## config.mk

```make
export PLATFORM = sky130hd
export DESIGN_NAME = image_gradient
export DESIGN_NICKNAME = d
export VERILOG_FILES = /design/src/design/img_geom_pkg.sv /design/src/design/grad_types_pkg.sv /design/src/design/grad_lane.sv /design/src/design/grad_writer.sv /design/src/design/image_gradient.sv /design/src/design/pixel_fetch.sv
export SDC_FILE = /design/constraint.sdc
export NUM_CORES = 1
export LEC_CHECK = 0
export BUFFER_PORTS_ARGS = -buffer_cell sky130_fd_sc_hd__buf_2
export CAP_MARGIN = 5
export CORE_ASPECT_RATIO = 0.6
export CORE_UTILIZATION = 39
export CTS_CLUSTER_DIAMETER = 60
export DETAILED_ROUTE_END_ITERATION = 10
export SLEW_MARGIN = 20
export SYNTH_ARGS = -nofsm -noshare
export SYNTH_HDL_FRONTEND = slang
export SYNTH_SLANG_ARGS = --single-unit
```

## constraint.sdc

```tcl
create_clock -name clk -period 3.5 [get_ports clk]
set_clock_uncertainty 0.05 [all_clocks]
set_input_delay 0.7 -clock clk [delete_from_list [all_inputs] [get_ports clk]]
set_output_delay 0.7 -clock clk [all_outputs]
set_load 0.005 [all_outputs]
```

## src/design/img_geom_pkg.sv

```systemverilog
package img_geom_pkg;

    // Image size in pixels
    localparam int IMG_WIDTH  = 256;
    localparam int IMG_HEIGHT = 256;

    // Pixel and memory address widths
    localparam int PIX_W  = 8;
    localparam int ADDR_W = 16;

    // Width of a row or column index
    localparam int COORD_W = 8;

    // Rows are dealt to the lanes by row mod NUM_LANES
    localparam int NUM_LANES = 4;
    localparam int LANE_W    = 2;

    // One signed difference of two 8-bit pixels
    localparam int DIFF_W = 10;

endpackage

```

## src/design/grad_types_pkg.sv

```systemverilog
package grad_types_pkg;

    import img_geom_pkg::*;

    // Signed view of one gradient word, gx in the upper half
    typedef struct packed {
        logic signed [DIFF_W-1:0] gx;
        logic signed [DIFF_W-1:0] gy;
    } grad_fields_t;

    // Lanes fill the fields, the memory port sees the raw word
    typedef union packed {
        logic [2*DIFF_W-1:0] raw;
        grad_fields_t        fields;
    } grad_word_u;

    // One returned pixel with the tag of its read
    typedef struct packed {
        logic               valid;
        logic [LANE_W-1:0]  lane;
        // High for the pixel of row r+1
        logic               bottom;
        logic [COORD_W-1:0] row;
        logic [COORD_W-1:0] col;
        logic [PIX_W-1:0]   pixel;
    } pixel_beat_t;

    // Registered output of one lane
    typedef struct packed {
        logic               valid;
        logic [COORD_W-1:0] row;
        logic [COORD_W-1:0] col;
        grad_word_u         grad;
    } lane_result_t;

endpackage

```

## src/design/grad_lane.sv

```systemverilog
module grad_lane (
    input  logic                               clk,
    input  logic                               reset,
    input  grad_types_pkg::pixel_beat_t        beat,
    input  logic [img_geom_pkg::LANE_W-1:0]    lane_id,
    output grad_types_pkg::lane_result_t       result
);

    import img_geom_pkg::*;
    import grad_types_pkg::*;

    logic             mine;
    logic             emit;
    logic [PIX_W-1:0] top_prev;
    logic [PIX_W-1:0] bottom_prev;

    // Only beats of this lane's rows move the window
    assign mine = beat.valid && (beat.lane == lane_id);

    // A top pixel at column c+1 completes the window of column c
    assign emit = mine && !beat.bottom && (beat.col != '0);

    always_ff @(posedge clk) begin
        if (mine) begin
            if (beat.bottom) begin
                bottom_prev <= beat.pixel;
            end else begin
                top_prev <= beat.pixel;
            end
        end
    end

    always_ff @(posedge clk or negedge reset) begin
        if (!reset) begin
            result.valid <= 1'b0;
        end else begin
            result.valid <= emit;
            // Zero extended before subtracting, so the 10-bit result is exact
            if (emit) begin
                result.row            <= beat.row;
                result.col            <= beat.col - 1'b1;
                result.grad.fields.gx <= DIFF_W'(beat.pixel) - DIFF_W'(top_prev);
                result.grad.fields.gy <= DIFF_W'(bottom_prev) - DIFF_W'(top_prev);
            end
        end
    end

endmodule

```

## src/design/grad_writer.sv

```systemverilog
module grad_writer (
    input  logic                                 clk,
    input  logic                                 reset,
    input  grad_types_pkg::lane_result_t         results [img_geom_pkg::NUM_LANES],
    input  logic                                 fetch_done,
    output logic                                 grad_wr,
    output logic [img_geom_pkg::ADDR_W-1:0]      grad_addr,
    output logic [2*img_geom_pkg::DIFF_W-1:0]    grad_do,
    output logic                                 done
);

    import img_geom_pkg::*;
    import grad_types_pkg::*;

    lane_result_t sel;
    // Cycles seen since fetch_done, the last result trails it by one
    logic [1:0]   drain_cnt;

    // Lane 0 wins, though only one lane is ever valid at a time
    always_comb begin
        sel = '0;
        for (int k = NUM_LANES - 1; k >= 0; k--) begin
            if (results[k].valid) begin
                sel = results[k];
            end
        end
    end

    always_ff @(posedge clk or negedge reset) begin
        if (!reset) begin
            grad_wr <= 1'b0;
        end else begin
            grad_wr <= sel.valid;
        end
    end

    always_ff @(posedge clk) begin
        grad_addr <= ADDR_W'(sel.row) * ADDR_W'(IMG_WIDTH) + ADDR_W'(sel.col);
        grad_do   <= sel.grad.raw;
    end

    // done follows the final write by one cycle
    always_ff @(posedge clk or negedge reset) begin
        if (!reset) begin
            drain_cnt <= '0;
            done      <= 1'b0;
        end else if (fetch_done && !done) begin
            if (drain_cnt == 2'd1 && !sel.valid) begin
                done <= 1'b1;
            end else begin
                drain_cnt <= drain_cnt + 1'b1;
            end
        end
    end

endmodule

```

## src/design/image_gradient.sv

```systemverilog
module image_gradient (
    input  logic                                 clk,
    input  logic                                 reset,
    output logic                                 img_rd,
    output logic [img_geom_pkg::ADDR_W-1:0]      img_addr,
    input  logic [img_geom_pkg::PIX_W-1:0]       img_di,
    output logic                                 grad_wr,
    output logic [img_geom_pkg::ADDR_W-1:0]      grad_addr,
    output logic [2*img_geom_pkg::DIFF_W-1:0]    grad_do,
    output logic                                 done
);

    import img_geom_pkg::*;
    import grad_types_pkg::*;

    pixel_beat_t  beat;
    logic         fetch_done;
    lane_result_t results [NUM_LANES];

    pixel_fetch u_pixel_fetch (
        .clk        (clk),
        .reset      (reset),
        .img_di     (img_di),
        .img_rd     (img_rd),
        .img_addr   (img_addr),
        .beat       (beat),
        .fetch_done (fetch_done)
    );

    // Every lane sees every beat and keeps the rows with row mod 4 == k
    for (genvar k = 0; k < NUM_LANES; k++) begin : g_lane
        grad_lane u_grad_lane (
            .clk     (clk),
            .reset   (reset),
            .beat    (beat),
            .lane_id (LANE_W'(k)),
            .result  (results[k])
        );
    end

    grad_writer u_grad_writer (
        .clk        (clk),
        .reset      (reset),
        .results    (results),
        .fetch_done (fetch_done),
        .grad_wr    (grad_wr),
        .grad_addr  (grad_addr),
        .grad_do    (grad_do),
        .done       (done)
    );

endmodule

```

## src/design/pixel_fetch.sv

```systemverilog
module pixel_fetch (
    input  logic                              clk,
    input  logic                              reset,
    input  logic [img_geom_pkg::PIX_W-1:0]    img_di,
    output logic                              img_rd,
    output logic [img_geom_pkg::ADDR_W-1:0]   img_addr,
    output grad_types_pkg::pixel_beat_t       beat,
    output logic                              fetch_done
);

    import img_geom_pkg::*;
    import grad_types_pkg::*;

    // Coordinates of the read currently on the port
    logic               rd_q;
    logic [COORD_W-1:0] row_q;
    logic [COORD_W-1:0] col_q;
    logic               bot_q;
    logic               last_read;

    // Tag of the read issued in the previous cycle
    logic               tag_valid;
    logic [LANE_W-1:0]  tag_lane;
    logic               tag_bottom;
    logic [COORD_W-1:0] tag_row;
    logic [COORD_W-1:0] tag_col;

    assign last_read = (row_q == COORD_W'(IMG_HEIGHT - 2)) &&
                       (col_q == COORD_W'(IMG_WIDTH - 1)) && bot_q;

    // Bottom reads hit row r+1 of the current pair
    assign img_rd   = rd_q;
    assign img_addr = ADDR_W'(row_q + COORD_W'(bot_q)) * ADDR_W'(IMG_WIDTH) +
                      ADDR_W'(col_q);

    // Read order: top then bottom of each column, columns left to right
    always_ff @(posedge clk or negedge reset) begin
        if (!reset) begin
            rd_q       <= 1'b0;
            row_q      <= '0;
            col_q      <= '0;
            bot_q      <= 1'b0;
            fetch_done <= 1'b0;
        end else if (!fetch_done) begin
            if (!rd_q) begin
                // First read of the image at address 0
                rd_q <= 1'b1;
            end else if (last_read) begin
                rd_q       <= 1'b0;
                fetch_done <= 1'b1;
            end else if (bot_q) begin
                bot_q <= 1'b0;
                if (col_q == COORD_W'(IMG_WIDTH - 1)) begin
                    col_q <= '0;
                    row_q <= row_q + 1'b1;
                end else begin
                    col_q <= col_q + 1'b1;
                end
            end else begin
                bot_q <= 1'b1;
            end
        end
    end

    always_ff @(posedge clk or negedge reset) begin
        if (!reset) begin
            tag_valid <= 1'b0;
        end else begin
            tag_valid <= rd_q;
        end
    end

    always_ff @(posedge clk) begin
        tag_lane   <= row_q[LANE_W-1:0];
        tag_bottom <= bot_q;
        tag_row    <= row_q;
        tag_col    <= col_q;
    end

    // Pixel arrives one cycle after its read, join it with the tag
    always_comb begin
        beat.valid  = tag_valid;
        beat.lane   = tag_lane;
        beat.bottom = tag_bottom;
        beat.row    = tag_row;
        beat.col    = tag_col;
        beat.pixel  = img_di;
    end

endmodule

```

# == After elaboration in Yosys (flattened, before gate mapping) ==
# Cells that the tools add are included.
# totals
memories,0
inputBits,10
word_cells,113
ram_bits,0
latch_bits,0
regBits,291
romBits,0
# classes
n_reduce_logical,38
div_mod_pow,0
shift,0
bitwise_logic,4
magnitude_cmp,0
add_sub_neg,15
eq_ne,6
n_mux,11
n_mul,0
# ops
cell,count
37-bit 2-to-1 mux,4
8-bit by 8-bit subtractor with 9-bit output,8
16-bit by 8-bit adder with 16-bit output,2
2-bit AND reduction,14
"8-bit by 1-bit adder with 8-bit output, second input constant",2
"8-bit equality test, second input constant",2
1-bit logical AND,16
8-bit by 1-bit adder with 8-bit output,1
8-bit 2-to-1 mux,1
8-bit nonzero test,1
"8-bit by 1-bit subtractor with 8-bit output, second input constant",1
1-bit 2-to-1 mux,6
5-bit AND reduction,1
"2-bit by 1-bit equality test with 1-bit output, second input constant",2
"2-bit equality test, second input constant",2
1-bit NOT,4
4-bit AND reduction,1
1-bit logical NOT,3
3-bit AND reduction,1
"2-bit by 1-bit adder with 2-bit output, second input constant",1
2-bit logical NOT,1

# == Depth between registers and ports, before layout ==
# Gate-level depths: netlist of run 1.
# depth
depth_word,8
ltp_mapped,9

# == Hierarchy ==
# Synthesis of run 1 repeated with hierarchy kept, for this count alone.
# hier_totals
hier_cells,1023
hier_area_um2,13412.9
# by_module_without_submodules
module,n_inst,cells_per_inst,area_per_inst_um2,seq_area_each_um2
grad_lane,4,167,2376.0,1526.5
grad_writer,1,222,2367.3,820.8
pixel_fetch,1,131,1534.0,840.8
image_gradient,1,2,7.5,0.0

# == Least setup slack after synthesis of run 1 ==
# No wires, ideal clock.
# synth_timing
kind,register -> register
from,register u_pixel_fetch.tag_col[0]
to,register g_lane[0].u_grad_lane.result[0] (netlist name) (enable)
path_stages_with_launch,7
required_ps,3025
n_path_buf,0
slack_ps,446
synth_period_minus_slack_ps,3054
setup_ps,425
t_arrival_ps,2579
cell_sequence,dfxtp_1 > inv_1 > ha_1 > inv_1 > o41ai_2 > or3_1 > nor2_1
# synth_between
elab_chain_len,3
# synth_rtl
item,line_no,text
from (decl),pixel_fetch.sv:26,logic [COORD_W-1:0] tag_col;
from (signal assigned),pixel_fetch.sv:77,tag_col <= col_q;
8-bit nonzero test,grad_lane.sv:21,assign emit = mine && !beat.bottom && (beat.col != '0);
1-bit logical AND,grad_lane.sv:21,
2-bit AND reduction (no line),n/a,
to (decl),grad_lane.sv:6,output grad_types_pkg::lane_result_t result
# Every way passes these cells.
# A chain may end at the register's enable or synchronous reset.

# == Final worst setup path of run 1 ==
# layout_timing
from,register u_pixel_fetch.row_q[0]
to,output port img_addr[12] (netlist name)
# layout_between
elab_chain_len,2
# layout_rtl
item,line_no,text
from (decl),pixel_fetch.sv:16,logic [COORD_W-1:0] row_q;
from (signal assigned),pixel_fetch.sv:55,row_q <= row_q + 1'b1;
8-bit by 1-bit adder with 8-bit output,pixel_fetch.sv:33,assign img_addr = ADDR_W'(row_q + COORD_W'(bot_q)) * ADDR_W'(IMG_WIDTH) +
16-bit by 8-bit adder with 16-bit output,pixel_fetch.sv:33,
to (decl),image_gradient.sv:5,"output logic [img_geom_pkg::ADDR_W-1:0] img_addr,"
# Every way passes these cells.

==> results_dict.tcl, run 1 <==
set metrics [dict create \
    outcome "finished, final reports clean" \
    cts_tree "done" \
    syn_area_um2 12200 \
    dr.pass1.iters 5 \
    cts_buffer_depth 3 \
    netlist_instances 975 \
    wl_um 28800 \
    dp_hpwl_um 20300 \
    vias 7650 \
    ys_seq_elements 279 \
    final.setup.tns_ns 0 \
    grt_max_degree 69 \
    dieHeight_um 139 \
    antenna_cells 0 \
    clk_pin_slew_ns 0.07 \
    grt_overflow_total 0 \
    fmax_mhz 391 \
    clock_sinks 279 \
    clockRootBuffer "clkbuf_16" \
    endpoint_kind "output port" \
    rr_endpoint "g_lane[2].u_grad_lane.result[9]" \
    r2r_slack_ns 1.03 \
    ioPinCount 65 \
    synth_cell_type_count 58 \
    hold_class "flip-flop to flip-flop" \
    synth_top_cell_area_share_pct 49.0 \
    yosysSeqAreaShare_pct 63.1 \
    ant_nets 0 \
    cp-startpoint "u_pixel_fetch.row_q[0]" \
    grt_pass1_wl_um 43900 \
    fp.dieW_um 231 \
    crit_path_end "img_addr[12]" \
    drive_gt1_share_pct 13.6 \
    drt-wirelength-per-cell_um 19.4 \
    period_minus_slack_ns 2.56 \
    post_cts_buffers 0 \
    grt_pass1_vias 7120 \
    synth_edf_count 200 \
    gp_congestion 0.851 \
    routed_via_density 5.15 \
    async_reset_ff_share_pct 10.0 \
    first_iter_violations 645 \
    final_nets 1145 \
    cap_viol_max_count 0 \
    finalHoldViolCount 0 \
    synthMuxAreaShare_pct 0.174 \
    post-route-util_pct 45.9 \
    ys_warn_count 0 \
    finalSetupViolations 0 \
    tightest_slew_ns 0.967 \
    dieArea_um2 32100 \
    clkLatencyLatePin_ns 0.55 \
    r2r_start "g_lane[2].u_grad_lane.bottom_prev[0]" \
    track_usage_pct 18.3 \
    synthTopCellsByArea "edfxtp_1 (49%), dfxtp_1 (8.3%), ha_1 (7.4%)" \
    yosysMostFrequentCell "edfxtp_1" \
    postSynthAreaPerCell_um2 12.6 \
    syn-num-nets 1065 \
    rsz0062_at_grt "false" \
    synth_compound_area_share_pct 10.2 \
    ctsResizeCount 0 \
    synth_xor_area_share_pct 4.29 \
    drc 0 \
    post-synth-top-area-cell "edfxtp_1" \
    critical_path_required_ns 2.75 \
    core_um2 30400 \
    syn_to_final_growth_pct 14.1 \
    startpoint_type "flip-flop" \
    synthAdderAreaFrac_pct 8.67 \
    fin_crit_sh_pct 73.1 \
    slew_headroom_pct 35.3 \
    synth_common_cells "edfxtp_1 (200), nor2_1 (92), ha_1 (72)" \
    worstPathArrival_ns 1.81 \
    antenna_found_initial 1 \
    slew_viol_final 0 \
    initial_core_util_pct 40.3 \
    synth_ff_type "edfxtp_1" \
    pwr_density_cell_nw_per_um2 478 \
    port_buffers 64 \
    synth-simple-area-share_pct 10.5 \
    rows 49 \
    irDropWorstVdd_mv 0.296 \
    p_leak_nw 5.62 \
    critical_path.max_fanout 6 \
    htreeDepth 1 \
    synth_top_family_by_area "simple AND/OR/NAND/NOR gates" \
    worstSetupPathType "flip-flop to output port" \
    numCtsBuffers 27 \
    ff2ff_path_depth 9 \
]
## state kept, by name, summed over array words and instances (netlist names), 2 cells and up
| name | count |
|---|---|
| u_grad_writer.drain_cnt | 2 |
| u_pixel_fetch.row_q | 8 |
| u_pixel_fetch.tag_col | 8 |
| g_lane.u_grad_lane.result | 140 |
| u_pixel_fetch.col_q | 8 |
| u_grad_writer.grad_addr | 16 |
| u_pixel_fetch.tag_row | 7 |
| u_grad_writer.grad_do | 18 |
| g_lane.u_grad_lane.top_prev | 32 |
| g_lane.u_grad_lane.bottom_prev | 32 |
## final cells by class
class | instances | area (µm²)
multi-input cells | 604 | 4180
flip-flops and latches | 279 | 7730
clock buffers | 34 | 754
inverters | 65 | 244
well taps | 408 | 510
repair buffers | 78 | 428
clock inverters | 16 | 115
fillers | 2768 | 16400
## per-stage QoR
stage	cell area (µm²)	hold WS, ns	std cells	power [W]	worst slack, ns
after floorplan	12200	0.298	975	0.00377	0.446
after global placement	13100	0.383	1433	0.00386	0.635
after CTS	14000	0.393	1484	0.00675	0.915
after global routing	14000	0.425	1484	0.00690	0.776
final	14000	0.394	1484	0.00668	0.941
after detailed placement	13100	0.386	1433	0.00387	0.581
## placed cells by master, fill, tap and decap left out, types with 8 or more instances in the layout
master and n:
edfxtp_1 200, nor2_1 88, ha_1 72, inv_1 65, buf_2 64, nand2_1 61, a21oi_1 52, dfxtp_1 51
o21ai_0 41, xnor2_1 36, a22oi_1 33, nor3_1 32, clkbuf_16 29, dfrtp_1 25, xor2_1 24, o21a_1 17
nand3_1 16, nor2b_1 14, buf_4 13, o21ai_1 11, and3_1 9, o2111ai_1 8, or3_1 8, nand4_1 8
fa_1 8, clkinv_2 8
## logic make-up after synthesis
group | Yosys count
mux | 2
flops | 279
xor+xnor | 60
simple gates | 268
buf+inv | 92
compound gates | 194
fa+ha+maj | 80
## where the power goes
group          switching, W  leakage, nW  total [W]  internal (W)
clock network       0.00127        0.436    0.00288       0.00161
logic              0.000152         2.49   0.000245     0.0000929
registers        0.00000604         2.70    0.00356       0.00355
total               0.00143         5.62    0.00668       0.00525
## how the worst min path moves through the flow
stage	cells after the start	startpoint	end	slack (ns)
2_1_floorplan	0	u_pixel_fetch.row_q[3]	u_pixel_fetch.tag_row[3]	0.30
3_3_place_gp	2	g_lane[0].u_grad_lane.result[23]	u_grad_writer.grad_addr[3]	0.38
3_5_place_dp	2	g_lane[0].u_grad_lane.result[29]	u_grad_writer.grad_addr[9]	0.39
4_1_cts	2	g_lane[0].u_grad_lane.result[32]	u_grad_writer.grad_addr[12]	0.39
5_1_grt	2	g_lane[0].u_grad_lane.result[29]	u_grad_writer.grad_addr[9]	0.42
6_report	2	g_lane[0].u_grad_lane.result[32]	u_grad_writer.grad_addr[12]	0.39
## routing by layer
layer / global-route usage, % / wire length (µm)
met3: 4.16 / 2380
met2: 21.8 / 10100
met1: 32.0 / 16000
met4: 2.93 / 347
met5: 0 / 0
## critical path, cell delays in order, from the launching register on
cell	delay (ns)
dfrtp_1	0.46
ha_1	0.23
ha_1	0.21
nand3_1	0.10
xnor2_1	0.14
buf_2	0.13
## repair_timing
action	CTS	global route
hold buffers	1	0
endpoints found under the setup margin	0	0
hold endpoints to repair	3	0
No activity file was read; power rests on OpenSTA's default activity.
==> run 2, diff against run 1 <==
clock period = 2.4 ns   (was 3.5 ns; I/O delays follow)
==> run 2 against run 1 <==
Net effect:
- combinational power rose by 84%
- first-iteration DRC count grew 2.9%
- clock power increased by 60%
- critical path depth is 3 higher
- die area unchanged
- final cell count is 3.0% higher
- sequential share of layout area decreased by 2.1 points
- core utilization grew 1.8 points
- final area increased by 3.9%
- via count is 1.8% higher
- critical endpoint is now g_lane[0].u_grad_lane.result[6]
==> results_dict.tcl, run 2 (synthesis results as in run 1) <==
set metrics [dict create \
    finalPower_w 0.0102 \
    grt_pass1_vias 7261 \
    numCtsBuffers 28 \
    gp_congestion 0.954 \
    grt_overflow_total 0 \
    post-route-util_pct 47.7 \
    final_cell_mix "edfxtp_1 (200), nor2_1 (88), ha_1 (71)" \
    dp_cells 1474 \
    slew_headroom_pct 48.1 \
    vias 7789 \
    final.setup.tns_ns 0 \
    dieHeight_um 139 \
    hold_class "input pin to async pin" \
    top_regs "g_lane.u_grad_lane.result (140), g_lane.u_grad_lane.bottom_prev (32), g_lane.u_grad_lane.top_prev (32)" \
    first_iter_violations 664 \
    finalHoldViolCount 0 \
    layout_setup_ws_ns 0.126 \
    critical_path_required_ns 2.79 \
    critPathMostFrequentCell "o21a_1" \
    fmax_mhz 440 \
    startpoint_type "flip-flop" \
    port_buffers 64 \
    fp.dieW_um 231 \
    endpoint_kind "flip-flop" \
    antenna_found_initial 1 \
    clkLatencyLatePin_ns 0.56 \
    cts_buffer_depth 3 \
    final_nets 1188 \
    fin_crit_sh_pct 94.8 \
    cp-startpoint "g_lane[0].u_grad_lane.top_prev[0]" \
    pwr_density_cell_nw_per_um2 705 \
    antenna_cells 0 \
    slew_viol_final 0 \
    dr.pass1.iters 5 \
    r2r_start "g_lane[0].u_grad_lane.top_prev[0]" \
    p_leak_nw 5.91 \
    path_cells "ha_1 > fa_1 > nor2b_1 > o21a_1 > o21a_1 > o21ai_0 > a2bb2oi_1 > buf_4" \
    routed_via_density 5.10 \
    initial_core_util_pct 40.3 \
    finalSetupViolations 0 \
    tightest_slew_ns 0.775 \
    ioPinCount 65 \
    final.fill_count 2733 \
    dp_hpwl_um 21900 \
    drive_gt1_share_pct 17.1 \
    core_um2 30400 \
    clock_sinks 279 \
    clockRootBuffer "clkbuf_16" \
    grt_pass1_wl_um 44400 \
    htreeDepth 1 \
    cap_viol_max_count 0 \
    rows 49 \
    critPathSlowestCell "fa_1" \
    grt_max_degree 69 \
    track_usage_pct 18.7 \
    clk_pin_slew_ns 0.06 \
    rsz0062_at_grt "false" \
    outcome "finished, final reports clean" \
    drc 0 \
    largest_register "g_lane.u_grad_lane.result" \
    path_buf_inv 1 \
    fin_cells 1528 \
    cts_tree "done" \
    wl_um 29600 \
    cpPeakStageDelay_ns 0.41 \
    dieArea_um2 32100 \
    drt-wirelength-per-cell_um 19.4 \
    ant_nets 0 \
    largest_register_ffs 140 \
    period_minus_slack_ns 2.27 \
    critical_path.max_fanout 3 \
    syn_to_final_growth_pct 18.5 \
    mostFrequentLayoutCell "edfxtp_1" \
    irDropWorstVdd_mv 0.455 \
    preCtsSetupSlack_ns -0.134 \
    worstPathArrival_ns 2.66 \
    worstSetupPathType "flip-flop to flip-flop" \
    path_delay_family "compound AO/OA/AOI/OAI gates" \
]
==> run 2: changes by cell type in the layout (fill, tap and decap cells not counted), moves of 2 or more <==
cell / change
buf_4: +34
buf_12: +8
clkbuf_8: +6
clkinv_2: -6
clkinv_1: -2
clkinv_4: +2
clkinv_8: +2
inv_4: -2
==> run 2: power by group <==
| group | internal [W] | switching, W |
|---|---|---|
| Combinational | 0.000182 | 0.000268 |
| Sequential | 0.00518 | 0.00000854 |
| Clock | 0.00274 | 0.00185 |
| Total | 0.00810 | 0.00213 |
==> run 2: layout make-up <==
class / instances / area, µm² / share of cell area [%]
clock buffers: 43 / 873 / 6.02
clock inverters: 9 / 129 / 0.888
inverters: 65 / 244 / 1.68
multi-input cells: 604 / 4180 / 28.8
flip-flops and latches: 279 / 7730 / 53.3
well taps: 408 / 510 / 3.52
repair buffers: 120 / 843 / 5.81
==> run 2: per-layer routing <==
metal  vias to the layer above  GRT usage [%]  part of all wire [%]
met5                         -              0                     0
met4                         0           3.14                   1.3
met3                        30           6.89                    12
met2                       300           21.1                    33
met1                      3670           32.0                    53
li1                       3789              -                     -
==> run 2: worst reg2reg max path, cell delays in order, from the launching register on <==
cell and delay, ns:
edfxtp_1 0.40, ha_1 0.24, fa_1 0.42, nor2b_1 0.15, o21a_1 0.15, o21a_1 0.15
o21ai_0 0.12, a2bb2oi_1 0.30, buf_4 0.19
==> run 2: metrics by stage <==
stage          hold slack, ns  cell area, µm²
5_1_grt                 0.246           14500
2_1_floorplan           0.134           12300
6_report                0.260           14500
3_3_place_gp            0.273           13500
4_1_cts                 0.237           14500
3_5_place_dp            0.274           13500
==> run 2: what timing repair did <==
action                                  CTS  global route
hold buffers                              1             0
buffers inserted                          0             1
endpoints found under the setup margin    0             4
resized for setup                         0             3
endpoints found under the hold margin     4             0
==> run 2: worst paths after layout <==
kind	endpoint	slack (ns)	cells past startpoint
worst max-delay path	g_lane[0].u_grad_lane.result[6]	0.13	8
worst min-delay path	g_lane[1].u_grad_lane.result[36]	0.26	2
worst max register to register	g_lane[0].u_grad_lane.result[6]	0.13	8
worst min register to register	u_pixel_fetch.tag_bottom	0.38	0
max in group asynchronous	u_pixel_fetch.row_q[0]	1.48	3
min in group clk	g_lane[3].u_grad_lane.top_prev[0]	0.26	2
==> run 3, diff against run 2 <==
clock period = 2.65 ns   (was 2.4 ns; I/O delays follow)
==> run 3 against run 2 <==
Net effect:
- power decreased by 15%
- flip-flop and latch count stayed put
- global-route usage down 0.17 points
- combinational power fell by 18%
- die area unchanged
- sequential power down 9.4%
- first-iteration DRC count increased by 11%
- clock power shrank 21%
- largest cell class unchanged
==> results_dict.tcl, run 3 (synthesis results as in run 1) <==
set metrics [dict create \
    outcome "finished, final reports clean" \
    clockPowerShare_pct 41.8 \
    post_cts_buffers 0 \
    irDropWorstVdd_mv 0.495 \
    multi_input_area_um2 4180 \
    antenna_cells 0 \
    grt_pass1_vias 7107 \
    gp_congestion 0.919 \
    drive_gt1_share_pct 13.9 \
    htreeDepth 1 \
    dieHeight_um 139 \
    top_regs "g_lane.u_grad_lane.result (140), g_lane.u_grad_lane.bottom_prev (32), g_lane.u_grad_lane.top_prev (32)" \
    r2r_start "g_lane[0].u_grad_lane.top_prev[0]" \
    core_um2 30400 \
    slew_viol_final 0 \
    startpoint_type "flip-flop" \
    track_usage_pct 18.5 \
    rsz0062_at_grt "false" \
    ff2ff_path_depth 8 \
    pwr_density_cell_nw_per_um2 617 \
    switching_share_pct 20.9 \
    drc 0 \
    grt_overflow_total 0 \
    vias 7771 \
    syn_to_final_growth_pct 15.2 \
    wl_um 29400 \
    grt_max_degree 69 \
    regArea_um2 7730 \
    worstPathArrival_ns 1.79 \
    final_cell_mix "edfxtp_1 (200), nor2_1 (88), ha_1 (72)" \
    layout_setup_ws_ns 0.280 \
    cap_viol_max_count 0 \
    tightest_slew_ns 0.959 \
    finalSetupViolations 0 \
    preCtsSetupSlack_ns 0.0162 \
    fin_crit_sh_pct 89.4 \
    p_int_w 0.00688 \
    fin_cells 1500 \
    r2r_slack_ns 0.34 \
    initial_core_util_pct 40.3 \
    largest_register_ffs 140 \
    cts_tree "done" \
    numCtsBuffers 26 \
    critical_path.max_fanout 6 \
    hold_class "input pin to async pin" \
    clock_sinks 279 \
    rr_endpoint "g_lane[0].u_grad_lane.result[6]" \
    final.fill_count 2749 \
    final_nets 1162 \
    fin_area_um2 14100 \
    post_dp_cell_area_um2 13300 \
    largest_register "g_lane.u_grad_lane.result" \
    fmax_mhz 422 \
    comb_power_share_pct 4.2 \
    critical_path_required_ns 2.07 \
    clkLatencyLatePin_ns 0.55 \
    ctsResizeCount 0 \
    ioPinCount 65 \
    dieArea_um2 32100 \
    p_leak_nw 5.69 \
    dp_cells 1451 \
    routed_via_density 5.18 \
    mostFrequentLayoutCell "edfxtp_1" \
    finalHoldViolCount 0 \
    dr.pass1.iters 5 \
    endpoint_kind "output port" \
    ant_nets 0 \
    worstSetupPathType "flip-flop to output port" \
    rows 49 \
    grt_pass1_wl_um 44000 \
    period_minus_slack_ns 2.37 \
    first_iter_violations 738 \
    port_buffers 64 \
    cts_hold_buf 1 \
    switchingPower_w 0.00182 \
    dp_hpwl_um 21600 \
    pwr-share-seq_pct 54.0 \
    drt-wirelength-per-cell_um 19.6 \
    clockRootBuffer "clkbuf_16" \
    clk_pin_slew_ns 0.07 \
    slew_headroom_pct 35.5 \
    fp.dieW_um 231 \
    antenna_found_initial 0 \
    cts_buffer_depth 3 \
]
==> run 3: changes by cell type in the layout (fill, tap and decap cells not counted), moves of 2 or more <==
cell / before / now
buf_12: 8 / 5
buf_4: 47 / 26
clkbuf_1: 5 / 13
clkbuf_16: 30 / 27
clkbuf_8: 7 / 2
clkinv_4: 2 / 0
dfrtp_1: 24 / 26
dfrtp_2: 4 / 2
==> run 3: layer usage <==
metal  GRT usage (%)  share of wire [%]  wire length (µm)
met4            2.61               0.99               292
met5               0                  0                 0
met1            31.5                 54             15900
met3            6.54                 10              3090
met2            21.6                 34             10100
==> run 3: how the worst max path moves through the flow <==
stage,end,from
2_1_floorplan,g_lane[3].u_grad_lane.result[0],u_pixel_fetch.tag_col[0]
3_3_place_gp,g_lane[2].u_grad_lane.result[16],img_di[0]
3_5_place_dp,g_lane[2].u_grad_lane.result[16],img_di[0]
4_1_cts,img_addr[12],u_pixel_fetch.bot_q
5_1_grt,g_lane[2].u_grad_lane.result[9],g_lane[2].u_grad_lane.bottom_prev[0]
6_report,img_addr[12],u_pixel_fetch.row_q[0]
==> run 3: cell type report <==
cell class / instances / area share (%)
tap: 408 / 3.62
inverter: 65 / 1.73
clock inverter: 5 / 0.426
multi-input combinational: 604 / 29.6
sequential: 279 / 54.8
clock buffer: 43 / 5.38
timing repair buffer: 96 / 4.43
==> run 3: through the flow <==
step / hold slack [ns] / utilization [%] / total power, W / setup TNS [ns]
floorplan: 0.184 / - / 0.00498 / -23.20
global placement: 0.325 / 43.7 / 0.00514 / 0
detailed placement: 0.325 / 43.7 / 0.00515 / 0
CTS: 0.294 / 46.4 / 0.00878 / 0
global route: 0.299 / 46.4 / 0.00899 / 0
finish: 0.321 / 46.4 / 0.00870 / 0
==> run 3: critical path, stage by stage (launching register included) <==
cell,delay [ns]
dfrtp_1,0.46
ha_1,0.21
ha_1,0.20
nand3_1,0.10
xnor2_1,0.16
buf_2,0.13
==> run 3: power groups by stage <==
stage / Clock, W / Combinational [W] / Sequential [W]
2_1_floorplan: 0 / 0.000196 / 0.00479
3_3_place_gp: 0 / 0.000352 / 0.00479
3_5_place_dp: 0 / 0.000358 / 0.00479
4_1_cts: 0.00372 / 0.000361 / 0.00470
5_1_grt: 0.00389 / 0.000403 / 0.00470
6_report: 0.00363 / 0.000368 / 0.00470
